## config.mk

```make
export PLATFORM = sky130hd
export DESIGN_NAME = axi_apb_bridge
export DESIGN_NICKNAME = d
export VERILOG_FILES = /design/src/hw/axi_apb_pkg.sv /design/src/hw/bridge_ctrl.sv /design/src/hw/request_capture.sv /design/src/hw/apb_port.sv /design/src/hw/response_regs.sv /design/src/hw/axi_apb_bridge.sv
export SDC_FILE = /design/constraint.sdc
export NUM_CORES = 1
export LEC_CHECK = 0
export BUFFER_PORTS_ARGS = -buffer_cell sky130_fd_sc_hd__buf_2
export CAP_MARGIN = 20
export CORE_AREA = 2 2 141 143
export CTS_CLUSTER_DIAMETER = 30
export DETAILED_ROUTE_END_ITERATION = 6
export DIE_AREA = 0 0 143 145
export PLACE_DENSITY_LB_ADDON = 0.05
export SYNTH_ARGS = -nofsm -noshare
export SYNTH_HDL_FRONTEND = slang
export SYNTH_SLANG_ARGS = --single-unit
```

## constraint.sdc

```tcl
create_clock -name s_axi_clk -period 4.3 [get_ports s_axi_clk]
set_input_delay 0.645 -clock s_axi_clk [delete_from_list [all_inputs] [get_ports s_axi_clk]]
set_output_delay 0.645 -clock s_axi_clk [all_outputs]
set_load 0.05 [all_outputs]
```

## src/hw/axi_apb_pkg.sv

```systemverilog
`default_nettype none

package axi_apb_pkg;

	localparam int addr_w = 32;
	localparam int data_w = 32;
	localparam int strb_w = 4;
	localparam int num_slaves = 4;

	// Slave i owns 0x1000*i up to 0x1000*i + 0xFF.
	localparam logic [num_slaves-1:0][addr_w-1:0] slave_base = {
		32'h0000_3000,
		32'h0000_2000,
		32'h0000_1000,
		32'h0000_0000
	};

	localparam logic [num_slaves-1:0][addr_w-1:0] slave_limit = {
		32'h0000_30FF,
		32'h0000_20FF,
		32'h0000_10FF,
		32'h0000_00FF
	};

	// Access cycles without pready before the transfer is abandoned.
	localparam int timeout_cycles = 16;
	localparam int timeout_w = $clog2(timeout_cycles);

	typedef enum logic [1:0] {
		resp_okay   = 2'd0,
		resp_slverr = 2'd2
	} resp_e;

	typedef enum logic [2:0] {
		st_idle,
		st_wait_wdata,
		st_wait_waddr,
		st_setup,
		st_access,
		st_resp
	} bridge_state_e;

	typedef struct packed {
		logic [addr_w-1:0] addr;
		logic [data_w-1:0] wdata;
		logic [strb_w-1:0] strb;
		logic              write;
	} apb_req_t;

	typedef struct packed {
		logic              valid;
		logic              error;
		logic [data_w-1:0] rdata;
	} apb_done_t;

	typedef logic [num_slaves-1:0][data_w-1:0] prdata_arr_t;

endpackage

`default_nettype wire

```

## src/hw/bridge_ctrl.sv

```systemverilog
`timescale 1ns/1ps
`default_nettype none

module bridge_ctrl (
	input  wire logic                   s_axi_clk,
	input  wire logic                   s_axi_aresetn,
	input  wire logic                   arvalid,
	input  wire logic                   awvalid,
	input  wire logic                   wvalid,
	input  wire logic                   resp_pending,
	input  wire axi_apb_pkg::apb_done_t done,
	output logic                        arready,
	output logic                        awready,
	output logic                        wready,
	output logic                        ld_read,
	output logic                        ld_waddr,
	output logic                        ld_wdata,
	output logic                        setup,
	output logic                        access
);

	axi_apb_pkg::bridge_state_e state;
	axi_apb_pkg::bridge_state_e state_nxt;
	logic                       idle_free;

	// New requests only while nothing is in flight or waiting.
	assign idle_free = (state == axi_apb_pkg::st_idle) && !resp_pending;

	// Read wins over a write offered in the same cycle.
	assign arready = idle_free;
	assign awready = (idle_free && !arvalid) || (state == axi_apb_pkg::st_wait_waddr);
	assign wready  = (idle_free && !arvalid) || (state == axi_apb_pkg::st_wait_wdata);

	assign ld_read  = arvalid && arready;
	assign ld_waddr = awvalid && awready;
	assign ld_wdata = wvalid && wready;

	assign setup  = (state == axi_apb_pkg::st_setup);
	assign access = (state == axi_apb_pkg::st_access);

	always_comb begin
		state_nxt = state;
		case (state)
			axi_apb_pkg::st_idle: begin
				if (!resp_pending) begin
					if (arvalid) begin
						state_nxt = axi_apb_pkg::st_setup;
					end else if (awvalid && wvalid) begin
						state_nxt = axi_apb_pkg::st_setup;
					end else if (awvalid) begin
						state_nxt = axi_apb_pkg::st_wait_wdata;
					end else if (wvalid) begin
						state_nxt = axi_apb_pkg::st_wait_waddr;
					end
				end
			end
			axi_apb_pkg::st_wait_wdata: begin
				if (wvalid) begin
					state_nxt = axi_apb_pkg::st_setup;
				end
			end
			axi_apb_pkg::st_wait_waddr: begin
				if (awvalid) begin
					state_nxt = axi_apb_pkg::st_setup;
				end
			end
			axi_apb_pkg::st_setup: begin
				state_nxt = axi_apb_pkg::st_access;
			end
			axi_apb_pkg::st_access: begin
				if (done.valid) begin
					state_nxt = axi_apb_pkg::st_resp;
				end
			end
			axi_apb_pkg::st_resp: begin
				// Wait for the master to take the response.
				if (!resp_pending) begin
					state_nxt = axi_apb_pkg::st_idle;
				end
			end
			default: begin
				state_nxt = axi_apb_pkg::st_idle;
			end
		endcase
	end

	always_ff @(posedge s_axi_clk or negedge s_axi_aresetn) begin
		if (!s_axi_aresetn) begin
			state <= axi_apb_pkg::st_idle;
		end else begin
			state <= state_nxt;
		end
	end

endmodule

`default_nettype wire

```

## src/hw/request_capture.sv

```systemverilog
`timescale 1ns/1ps
`default_nettype none

module request_capture (
	input  wire logic                             s_axi_clk,
	input  wire logic                             s_axi_aresetn,
	input  wire logic [axi_apb_pkg::addr_w-1:0]   araddr,
	input  wire logic [axi_apb_pkg::addr_w-1:0]   awaddr,
	input  wire logic [axi_apb_pkg::data_w-1:0]   wdata,
	input  wire logic [axi_apb_pkg::strb_w-1:0]   wstrb,
	input  wire logic                             ld_read,
	input  wire logic                             ld_waddr,
	input  wire logic                             ld_wdata,
	output axi_apb_pkg::apb_req_t                 req
);

	logic [axi_apb_pkg::addr_w-1:0] addr_q;
	logic [axi_apb_pkg::data_w-1:0] wdata_q;
	logic [axi_apb_pkg::strb_w-1:0] strb_q;
	logic                           write_q;

	always_ff @(posedge s_axi_clk) begin
		if (ld_read) begin
			addr_q <= araddr;
		end else if (ld_waddr) begin
			addr_q <= awaddr;
		end
		if (ld_wdata) begin
			wdata_q <= wdata;
			strb_q  <= wstrb;
		end
	end

	// Direction of the request held for the APB and response stages.
	always_ff @(posedge s_axi_clk or negedge s_axi_aresetn) begin
		if (!s_axi_aresetn) begin
			write_q <= 1'b0;
		end else if (ld_read) begin
			write_q <= 1'b0;
		end else if (ld_waddr) begin
			write_q <= 1'b1;
		end
	end

	assign req = '{addr: addr_q, wdata: wdata_q, strb: strb_q, write: write_q};

endmodule

`default_nettype wire

```

## src/hw/apb_port.sv

```systemverilog
`timescale 1ns/1ps
`default_nettype none

module apb_port (
	input  wire logic                               s_axi_clk,
	input  wire logic                               s_axi_aresetn,
	input  wire axi_apb_pkg::apb_req_t              req,
	input  wire logic                               setup,
	input  wire logic                               access,
	input  wire logic [axi_apb_pkg::num_slaves-1:0] m_apb_pready,
	input  wire axi_apb_pkg::prdata_arr_t           m_apb_prdata,
	input  wire logic [axi_apb_pkg::num_slaves-1:0] m_apb_pslverr,
	output logic [axi_apb_pkg::addr_w-1:0]          m_apb_paddr,
	output logic [axi_apb_pkg::num_slaves-1:0]      m_apb_psel,
	output logic                                    m_apb_penable,
	output logic                                    m_apb_pwrite,
	output logic [axi_apb_pkg::data_w-1:0]          m_apb_pwdata,
	output logic [axi_apb_pkg::strb_w-1:0]          m_apb_pstrb,
	output axi_apb_pkg::apb_done_t                  done
);

	logic [axi_apb_pkg::num_slaves-1:0] hit;
	logic [axi_apb_pkg::data_w-1:0]     sel_rdata;
	logic                               sel_ready;
	logic                               sel_err;
	logic                               timeout;
	logic [axi_apb_pkg::timeout_w-1:0]  wait_cnt;

	// An unmapped address selects nothing and runs into the timeout.
	always_comb begin
		for (int i = 0; i < axi_apb_pkg::num_slaves; i++) begin
			hit[i] = (req.addr >= axi_apb_pkg::slave_base[i]) &&
				(req.addr <= axi_apb_pkg::slave_limit[i]);
		end
	end

	assign m_apb_psel    = hit & {axi_apb_pkg::num_slaves{setup || access}};
	// Enable only toward a selected slave.
	assign m_apb_penable = access && (|hit);
	assign m_apb_paddr   = req.addr;
	assign m_apb_pwrite  = req.write;
	assign m_apb_pwdata  = req.wdata;
	assign m_apb_pstrb   = req.write ? req.strb : '0;

	always_comb begin
		sel_rdata = '0;
		for (int i = 0; i < axi_apb_pkg::num_slaves; i++) begin
			if (m_apb_psel[i]) begin
				sel_rdata = sel_rdata | m_apb_prdata[i];
			end
		end
	end

	assign sel_ready = |(m_apb_psel & m_apb_pready);
	assign sel_err   = |(m_apb_psel & m_apb_pslverr);
	assign timeout   = access && !sel_ready &&
		(wait_cnt == axi_apb_pkg::timeout_w'(axi_apb_pkg::timeout_cycles - 1));

	always_comb begin
		done.valid = access && (sel_ready || timeout);
		done.error = sel_ready ? sel_err : timeout;
		done.rdata = sel_ready ? sel_rdata : '0;
	end

	// Access cycles spent waiting on pready.
	always_ff @(posedge s_axi_clk or negedge s_axi_aresetn) begin
		if (!s_axi_aresetn) begin
			wait_cnt <= '0;
		end else if (access && !done.valid) begin
			wait_cnt <= wait_cnt + 1'b1;
		end else begin
			wait_cnt <= '0;
		end
	end

endmodule

`default_nettype wire

```

## src/hw/response_regs.sv

```systemverilog
`timescale 1ns/1ps
`default_nettype none

module response_regs (
	input  wire logic                       s_axi_clk,
	input  wire logic                       s_axi_aresetn,
	input  wire axi_apb_pkg::apb_done_t     done,
	input  wire axi_apb_pkg::apb_req_t      req,
	input  wire logic                       rready,
	input  wire logic                       bready,
	output logic                            rvalid,
	output logic [axi_apb_pkg::data_w-1:0]  rdata,
	output axi_apb_pkg::resp_e              rresp,
	output logic                            bvalid,
	output axi_apb_pkg::resp_e              bresp,
	output logic                            resp_pending
);

	axi_apb_pkg::resp_e done_resp;

	assign done_resp = done.error ? axi_apb_pkg::resp_slverr : axi_apb_pkg::resp_okay;
	assign resp_pending = rvalid || bvalid;

	always_ff @(posedge s_axi_clk or negedge s_axi_aresetn) begin
		if (!s_axi_aresetn) begin
			rvalid <= 1'b0;
			bvalid <= 1'b0;
		end else begin
			if (done.valid && !req.write) begin
				rvalid <= 1'b1;
			end else if (rready) begin
				rvalid <= 1'b0;
			end
			if (done.valid && req.write) begin
				bvalid <= 1'b1;
			end else if (bready) begin
				bvalid <= 1'b0;
			end
		end
	end

	// Payload only changes on a completion, never while a response waits.
	always_ff @(posedge s_axi_clk) begin
		if (done.valid) begin
			if (req.write) begin
				bresp <= done_resp;
			end else begin
				rresp <= done_resp;
				rdata <= done.rdata;
			end
		end
	end

endmodule

`default_nettype wire

```

## src/hw/axi_apb_bridge.sv

```systemverilog
`timescale 1ns/1ps
`default_nettype none

module axi_apb_bridge (
	input  wire logic                                 s_axi_clk,
	input  wire logic                                 s_axi_aresetn,
	input  wire logic [axi_apb_pkg::addr_w-1:0]       s_axi_awaddr,
	input  wire logic                                 s_axi_awvalid,
	output logic                                      s_axi_awready,
	input  wire logic [axi_apb_pkg::data_w-1:0]       s_axi_wdata,
	input  wire logic                                 s_axi_wvalid,
	input  wire logic [axi_apb_pkg::strb_w-1:0]       s_axi_wstrb,
	output logic                                      s_axi_wready,
	output logic [1:0]                                s_axi_bresp,
	output logic                                      s_axi_bvalid,
	input  wire logic                                 s_axi_bready,
	input  wire logic [axi_apb_pkg::addr_w-1:0]       s_axi_araddr,
	input  wire logic                                 s_axi_arvalid,
	output logic                                      s_axi_arready,
	output logic [1:0]                                s_axi_rresp,
	output logic                                      s_axi_rvalid,
	output logic [axi_apb_pkg::data_w-1:0]            s_axi_rdata,
	input  wire logic                                 s_axi_rready,
	output logic [axi_apb_pkg::addr_w-1:0]            m_apb_paddr,
	output logic [axi_apb_pkg::num_slaves-1:0]        m_apb_psel,
	output logic                                      m_apb_penable,
	output logic                                      m_apb_pwrite,
	output logic [axi_apb_pkg::data_w-1:0]            m_apb_pwdata,
	output logic [axi_apb_pkg::strb_w-1:0]            m_apb_pstrb,
	input  wire logic [axi_apb_pkg::num_slaves-1:0]   m_apb_pready,
	input  wire axi_apb_pkg::prdata_arr_t             m_apb_prdata,
	input  wire logic [axi_apb_pkg::num_slaves-1:0]   m_apb_pslverr
);

	logic                   ld_read;
	logic                   ld_waddr;
	logic                   ld_wdata;
	logic                   setup;
	logic                   access;
	logic                   resp_pending;
	axi_apb_pkg::apb_req_t  req;
	axi_apb_pkg::apb_done_t done;

	bridge_ctrl u_ctrl (
		.s_axi_clk     (s_axi_clk),
		.s_axi_aresetn (s_axi_aresetn),
		.arvalid       (s_axi_arvalid),
		.awvalid       (s_axi_awvalid),
		.wvalid        (s_axi_wvalid),
		.resp_pending  (resp_pending),
		.done          (done),
		.arready       (s_axi_arready),
		.awready       (s_axi_awready),
		.wready        (s_axi_wready),
		.ld_read       (ld_read),
		.ld_waddr      (ld_waddr),
		.ld_wdata      (ld_wdata),
		.setup         (setup),
		.access        (access)
	);

	request_capture u_capture (
		.s_axi_clk     (s_axi_clk),
		.s_axi_aresetn (s_axi_aresetn),
		.araddr        (s_axi_araddr),
		.awaddr        (s_axi_awaddr),
		.wdata         (s_axi_wdata),
		.wstrb         (s_axi_wstrb),
		.ld_read       (ld_read),
		.ld_waddr      (ld_waddr),
		.ld_wdata      (ld_wdata),
		.req           (req)
	);

	apb_port u_apb (
		.s_axi_clk     (s_axi_clk),
		.s_axi_aresetn (s_axi_aresetn),
		.req           (req),
		.setup         (setup),
		.access        (access),
		.m_apb_pready  (m_apb_pready),
		.m_apb_prdata  (m_apb_prdata),
		.m_apb_pslverr (m_apb_pslverr),
		.m_apb_paddr   (m_apb_paddr),
		.m_apb_psel    (m_apb_psel),
		.m_apb_penable (m_apb_penable),
		.m_apb_pwrite  (m_apb_pwrite),
		.m_apb_pwdata  (m_apb_pwdata),
		.m_apb_pstrb   (m_apb_pstrb),
		.done          (done)
	);

	response_regs u_resp (
		.s_axi_clk     (s_axi_clk),
		.s_axi_aresetn (s_axi_aresetn),
		.done          (done),
		.req           (req),
		.rready        (s_axi_rready),
		.bready        (s_axi_bready),
		.rvalid        (s_axi_rvalid),
		.rdata         (s_axi_rdata),
		.rresp         (s_axi_rresp),
		.bvalid        (s_axi_bvalid),
		.bresp         (s_axi_bresp),
		.resp_pending  (resp_pending)
	);

endmodule

`default_nettype wire

```

# Yosys cells after proc, flatten, opt, wreduce, memory -nomap -nowiden

Index checks and enable logic that the tools add are counted.

Eq/ne operators: 12
Multiplexer cells: 26
Bitwise gates (word level): 7
Reductions and logical operators: 37
$lt $le $gt $ge: 8
Add/sub/neg operators: 1

Operators with widths:

| kind                                                                                   | count |
|---|---|
| 32-bit 2-to-1 mux                                                                      | 6 |
| 32-bit bitwise OR                                                                      | 3 |
| 32-bit by 14-bit greater-or-equal comparator with 1-bit output (second input constant) | 2 |
| 32-bit by 14-bit <= comparator with 1-bit output (second input constant)               | 2 |
| 32-bit by 1-bit greater-or-equal comparator with 1-bit output (second input constant)  | 1 |
| 32-bit by 13-bit greater-or-equal comparator with 1-bit output (second input constant) | 1 |
| 32-bit by 13-bit <= comparator with 1-bit output (second input constant)               | 1 |
| 32-bit by 8-bit <= comparator with 1-bit output (second input constant)                | 1 |
| 3-bit 2-to-1 mux                                                                       | 9 |
| 3-bit one-hot mux with 6 select lines                                                  | 1 |
| 1-bit logical AND                                                                      | 17 |
| 4-bit AND                                                                              | 3 |
| 4-bit OR reduction                                                                     | 3 |
| 2-bit inequality test (second input constant)                                          | 5 |
| 4-bit 2-to-1 mux                                                                       | 2 |
| 1-bit 2-to-1 mux                                                                       | 7 |
| 3-bit by 2-bit == test with 1-bit output (second input constant)                       | 2 |
| 3-bit == test (second input constant)                                                  | 2 |
| 6-bit AND reduction                                                                    | 1 |
| 2-bit nonzero test                                                                     | 3 |
| 1-bit logical NOT                                                                      | 5 |
| 1-bit logical OR                                                                       | 5 |
| 5-bit inequality test (second input constant)                                          | 1 |
| 4-bit by 1-bit adder with 4-bit output (second input constant)                         | 1 |
| other kinds (6)                                                                        | 7 |

Input bits: 243
Logic and storage cells: 102
Output and inout bits: 115
Flip-flop bits (word level): 114

# Depth between registers and ports, before layout

Word-level depth: 13
Mapped depth: 8
Gate-level depth less buffers: 5

# Hierarchy

A second synthesis with hierarchy kept.

Cells, all modules: 371
Area total of the unflattened synthesis: 5958.2 um^2

Modules (own cells, without submodules):

| module          | area an instance (um^2) | cells an instance | instances | seq. area each (um^2) |
|---|---|---|---|---|
| request_capture | 2627.5                  | 108               | 1         | 2067.0 |
| apb_port        | 1884.3                  | 180               | 1         | 100.1 |
| response_regs   | 1136.1                  | 46                | 1         | 1071.0 |
| bridge_ctrl     | 310.3                   | 37                | 1         | 75.1 |

# Worst setup path before layout

No wires, ideal clock.

Path kind: register to register
From: reg u_ctrl.state[1]
To: reg u_resp.rdata[0] (netlist name), enable pin
Cell stages (with the launch flop): 8
Buffers on the path: 3
Arrival time: 4120 ps
Setup time: 474 ps
Required time: 3826 ps
Path slack: -293 ps
Period minus slack after synthesis: 4593 ps
Path through: dfrtp_1 buf_2 or3b_1 buf_2 a211oi_2 nand4b_2 buf_6 a211oi_1

Cells in the longest elaborated chain, start to end: 11
Elaborated cells on any way between the ends: 12
Classes of those cells: eq/ne: 2; bitwise: 2; reduce/logical: 8

Ends and longest elaborated chain:

| element                                                                   | line                                 | text |
|---|---|---|
| start: declaration                                                        | bridge_ctrl.sv:22                    | `axi_apb_pkg::bridge_state_e state;` |
| start signal: assignment                                                  | bridge_ctrl.sv:89                    | `state <= axi_apb_pkg::st_idle;` |
| start signal: assignment                                                  | bridge_ctrl.sv:91                    | `state <= state_nxt;` |
| 3-bit by 2-bit == test with 1-bit output or 3-bit == test (tied branches) | bridge_ctrl.sv:38, bridge_ctrl.sv:39 |  |
| 1-bit logical OR                                                          | apb_port.sv:37                       | `assign m_apb_psel = hit & {axi_apb_pkg::num_slaves{setup \|\| access}};` |
| 4-bit AND                                                                 | apb_port.sv:37                       |  |
| 4-bit AND                                                                 | apb_port.sv:54                       | `assign sel_ready = \|(m_apb_psel & m_apb_pready);` |
| 4-bit OR reduction                                                        | apb_port.sv:54                       |  |
| 1-bit logical NOT                                                         | apb_port.sv:56                       | `assign timeout = access && !sel_ready &&` |
| 1-bit logical AND (2 in series)                                           | apb_port.sv:56                       |  |
| 1-bit logical OR                                                          | apb_port.sv:60                       | `done.valid = access && (sel_ready \|\| timeout);` |
| 1-bit logical AND (*)                                                     | apb_port.sv:60                       |  |
| 2-bit AND reduction (no source line) (*)                                  | n/a                                  |  |
| end signal: assignment                                                    | response_regs.sv:49                  | `rdata <= done.rdata;` |
| end: declaration                                                          | response_regs.sv:12                  | `output logic [axi_apb_pkg::data_w-1:0] rdata,` |

Every way passes the cells marked *; elsewhere a longest branch is shown, timed or not.
A chain may end at the register's enable or synchronous reset.

# Worst setup path in the final report

From: reg u_capture.addr_q[10] (netlist name)
To: out m_apb_psel[0] (netlist name)

Cells in the longest elaborated chain, start to end: 3
Elaborated cells on any way between the ends: 4
Classes of those cells: order compare: 2; bitwise: 1; reduce/logical: 1

Ends and longest elaborated chain:

| element                                                                                                                          | line                           | text |
|---|---|---|
| start: declaration                                                                                                               | request_capture.sv:17          | `logic [axi_apb_pkg::addr_w-1:0] addr_q;` |
| start signal: assignment                                                                                                         | request_capture.sv:24          | `addr_q <= araddr;` |
| start signal: assignment                                                                                                         | request_capture.sv:26          | `addr_q <= awaddr;` |
| 32-bit by 1-bit greater-or-equal comparator with 1-bit output or 32-bit by 8-bit <= comparator with 1-bit output (tied branches) | apb_port.sv:32, apb_port.sv:33 |  |
| 1-bit logical AND (*)                                                                                                            | apb_port.sv:32                 | `hit[i] = (req.addr >= axi_apb_pkg::slave_base[i]) &&` |
| 4-bit AND (*)                                                                                                                    | apb_port.sv:37                 |  |
| end: declaration                                                                                                                 | axi_apb_bridge.sv:25           | `output logic [axi_apb_pkg::num_slaves-1:0] m_apb_psel,` |

Marked as above.

==> results.toml <==
[outcome]
status = "finished clean"

[route]
dr.pass1.iters = 4
ant_nets = 0
drt_iter0_markers = 210
vias_per_cell = 4.53
routed_wire_length_per_instance_microns = 17.0
vias = 4642
detail_route.drc_violations = 0
wl_mm = 17.4

[clock_network]
cts_hold_buf = 0
cts.sinks = 112
cts_made_buffers = 9
postCtsSetupRepairBufs = 0
clockBufferDepth = 2
cts_max_level = 3
cts_tree = "done"
clk_transition_reported_paths_ns = 0.08
cts_root_buffer = "clkbuf_16"
cts_resized = 0
insertion_delay_ns = 0.36

[finish]
multi_input_area_sq_mm = 0.00200
drive_above_1_share_pct = 59.9
diodes = 0
regArea_sq_mm = 0.00331
nets = 999
fillCellCount = 1937
area_growth_syn_to_layout_pct = 31.4

[synth]
ys_types = 46
synth_top_cells_by_area = "edfxtp_1 52%, mux2_2 13%, buf_4 8.3%, mux2i_1 4.9%, dfrtp_1 4.2%"
yosys.area.top_type = "edfxtp_1"
avgSynthCellArea_sq_um = 12.5
syn_area_sq_mm = 0.00594
synth_top_area_share_pct = 51.5
ys_warn_count = 0
syn_inst = 476
synth_seq_cells = 112
seq_area_frac_synth_pct = 55.8

[setup_path]
critPathKind = "flip-flop to output pin"
rr_worst_depth = 6
r2r-end = "u_resp.rdata[11]"
r2r_start = "u_ctrl.state[1]"
critPathLaunchType = "flip-flop"
regToRegSetupSlack_ns = 1.47
cp.required_ns = 3.65
cp-end-kind = "output pin"
arrival_ns = 2.68
critical_path.max_fanout = 31

[die]
rows = 51
io_pins = 358
die_x_microns = 143
core_sq_mm = 0.0192
die_y_microns = 145
fp.dieArea_sq_mm = 0.0207
initial_core_util_pct = 30.9

[timing]
fmax_mhz = 301
period_minus_slack_ns = 3.32
finalHoldViolCount = 0
drv_slew = 0
slew_headroom_pct = 35.0
skew_ns = 0.0112
worst_pin_slew_ns = 0.975
setup_tns_ns = 0
timing.hold.ws_ns = 0.145
rsz0062_at_grt = "no"
finalSetupViolCount = 0
period_share_pct = 77.3

[job]
max_cap_violations = 0

[power]
power.density_mw_per_mm2 = 526
peakVddDrop_mv = 0.372
p_total_w = 0.00410
leakage_nw = 3.58

[grt]
grt_max_degree = 70
grt_pass1_vias = 4716
grt_first_pass_wirelength_mm = 26.2
antenna_found_initial = 0
grt_overflow = 0
grtUsageTotal_pct = 16.4

[placement]
gp_congestion = 0.779
port_buffers = 355
hpwl_mm = 13.7

[worst_hold_path]
hp-class = "input port to async pin"
[worst max path at each step]
| stage | from | end | slack, ns | cells after the start |
|---|---|---|---|---|
| 6_report | u_capture.addr_q[10] | m_apb_psel[0] | 0.98 | 6 |
| 5_1_grt | u_capture.addr_q[10] | m_apb_psel[0] | 0.69 | 6 |
| 4_1_cts | u_capture.addr_q[10] | m_apb_psel[0] | 0.92 | 6 |
| 3_5_place_dp | u_capture.addr_q[10] | m_apb_psel[0] | 1.32 | 6 |
| 3_3_place_gp | u_capture.addr_q[10] | m_apb_psel[1] | 1.40 | 6 |
| 2_1_floorplan | u_ctrl.state[1] | u_resp.rdata[0] | 0.85 | 7 |
[through the flow]
stage               util, %  instances  setup WS (ns)  cell area (sq um)
floorplan                 -        477          0.850               5950
global placement       39.0       1009           1.40               7490
detailed placement     39.0       1009           1.32               7490
CTS                    40.6       1025          0.922               7810
global route           40.6       1025          0.690               7810
finish                 40.6       1025          0.978               7810
[cell usage in the layout, fill, tap and decap left out, types with 2 or more instances in the layout]
master and count:
mux2i_1 29, nor2b_1 2, dfrtp_1 10, or4_1 3, and4_1 2, and3_1 2
inv_8 2, nand3_1 6, nor4_1 3, conb_1 2, and2_1 5, clkbuf_16 9
o22ai_1 2, mux4_2 2, inv_1 4, nor3_1 7, mux2_2 68, a21oi_1 7
buf_2 355, nand2_1 12, edfxtp_1 102, a31oi_1 29, clkinv_4 2, buf_4 7
nor2_1 62
[power breakdown]
part,internal [W],switching (W)
combinational,0.000514,0.00117
clock,0.000465,0.000423
sequential,0.00143,0.000107
[worst max-delay path, stage by stage (launching register included)]
cell and delay (ns):
edfxtp_1 0.38, or4_1 0.61, nor2_2 0.23, buf_4 0.35, nand4_1 0.25, nor3_1 0.21, buf_2 0.30
[Yosys cell counts (all sizes together)]
library cell  number
nand2             12
mux2              68
dfrtp             10
nor2b              2
nand4b             2
mux4               2
o31ai              1
o22ai              2
or4                3
and4               2
nor3b              1
ha                 1
nand4              1
and4b              1
and2               5
a221oi             1
inv                5
a21oi              7
a21o               1
mux2i             29
conb               1
a211oi             2
or3b               1
o21a               1
nor2              63
or2                1
a31oi             29
nand3              6
buf               74
and3               2
a22o               1
o21ai              1
edfxtp           102
nor3               7
xnor2              1
xor2               1
a21boi             1
a311oi             1
clkbuf            21
nand3b             1
nor4               3
[logic make-up after synthesis]
| kind of cell | synth area share, % |
|---|---|
| simple gates | 8.95 |
| flops | 55.8 |
| buf+inv | 10.9 |
| mux | 18.5 |
| compound gates | 5.33 |
| xor+xnor | 0.295 |
| fa+ha+maj | 0.211 |
| other cells | 0.0631 |
[registers in the layout (all words and copies together) (netlist names)]
signal,count
u_resp.bresp,1
u_capture.wdata_q,32
u_ctrl.state,3
u_capture.write_q,1
u_resp.rdata,32
u_resp.rresp,1
u_capture.addr_q,32
u_resp.bvalid,1
u_apb.wait_cnt,4
u_capture.strb_q,4
u_resp.rvalid,1
[layer usage]
metal  wire [microns]  share of wire (%)  up-vias  GRT usage (%)
li1                 -                  -     2241              -
met1             6620                 38     2165           18.5
met2             9080                 52      218           29.8
met3             1400                8.0       18           4.13
met4              340                2.0        0           5.74
met5                0                  0        -              0
[layout make-up]
| class | instances | share of cell area [%] |
|---|---|---|
| well taps | 265 | 4.25 |
| clock buffers | 9 | 2.89 |
| multi-input cells | 265 | 25.6 |
| clock inverters | 7 | 1.11 |
| flip-flops and latches | 112 | 42.4 |
| inverters | 5 | 0.240 |
| repair buffers | 362 | 23.4 |
No activity file was read; power rests on OpenSTA's default activity.
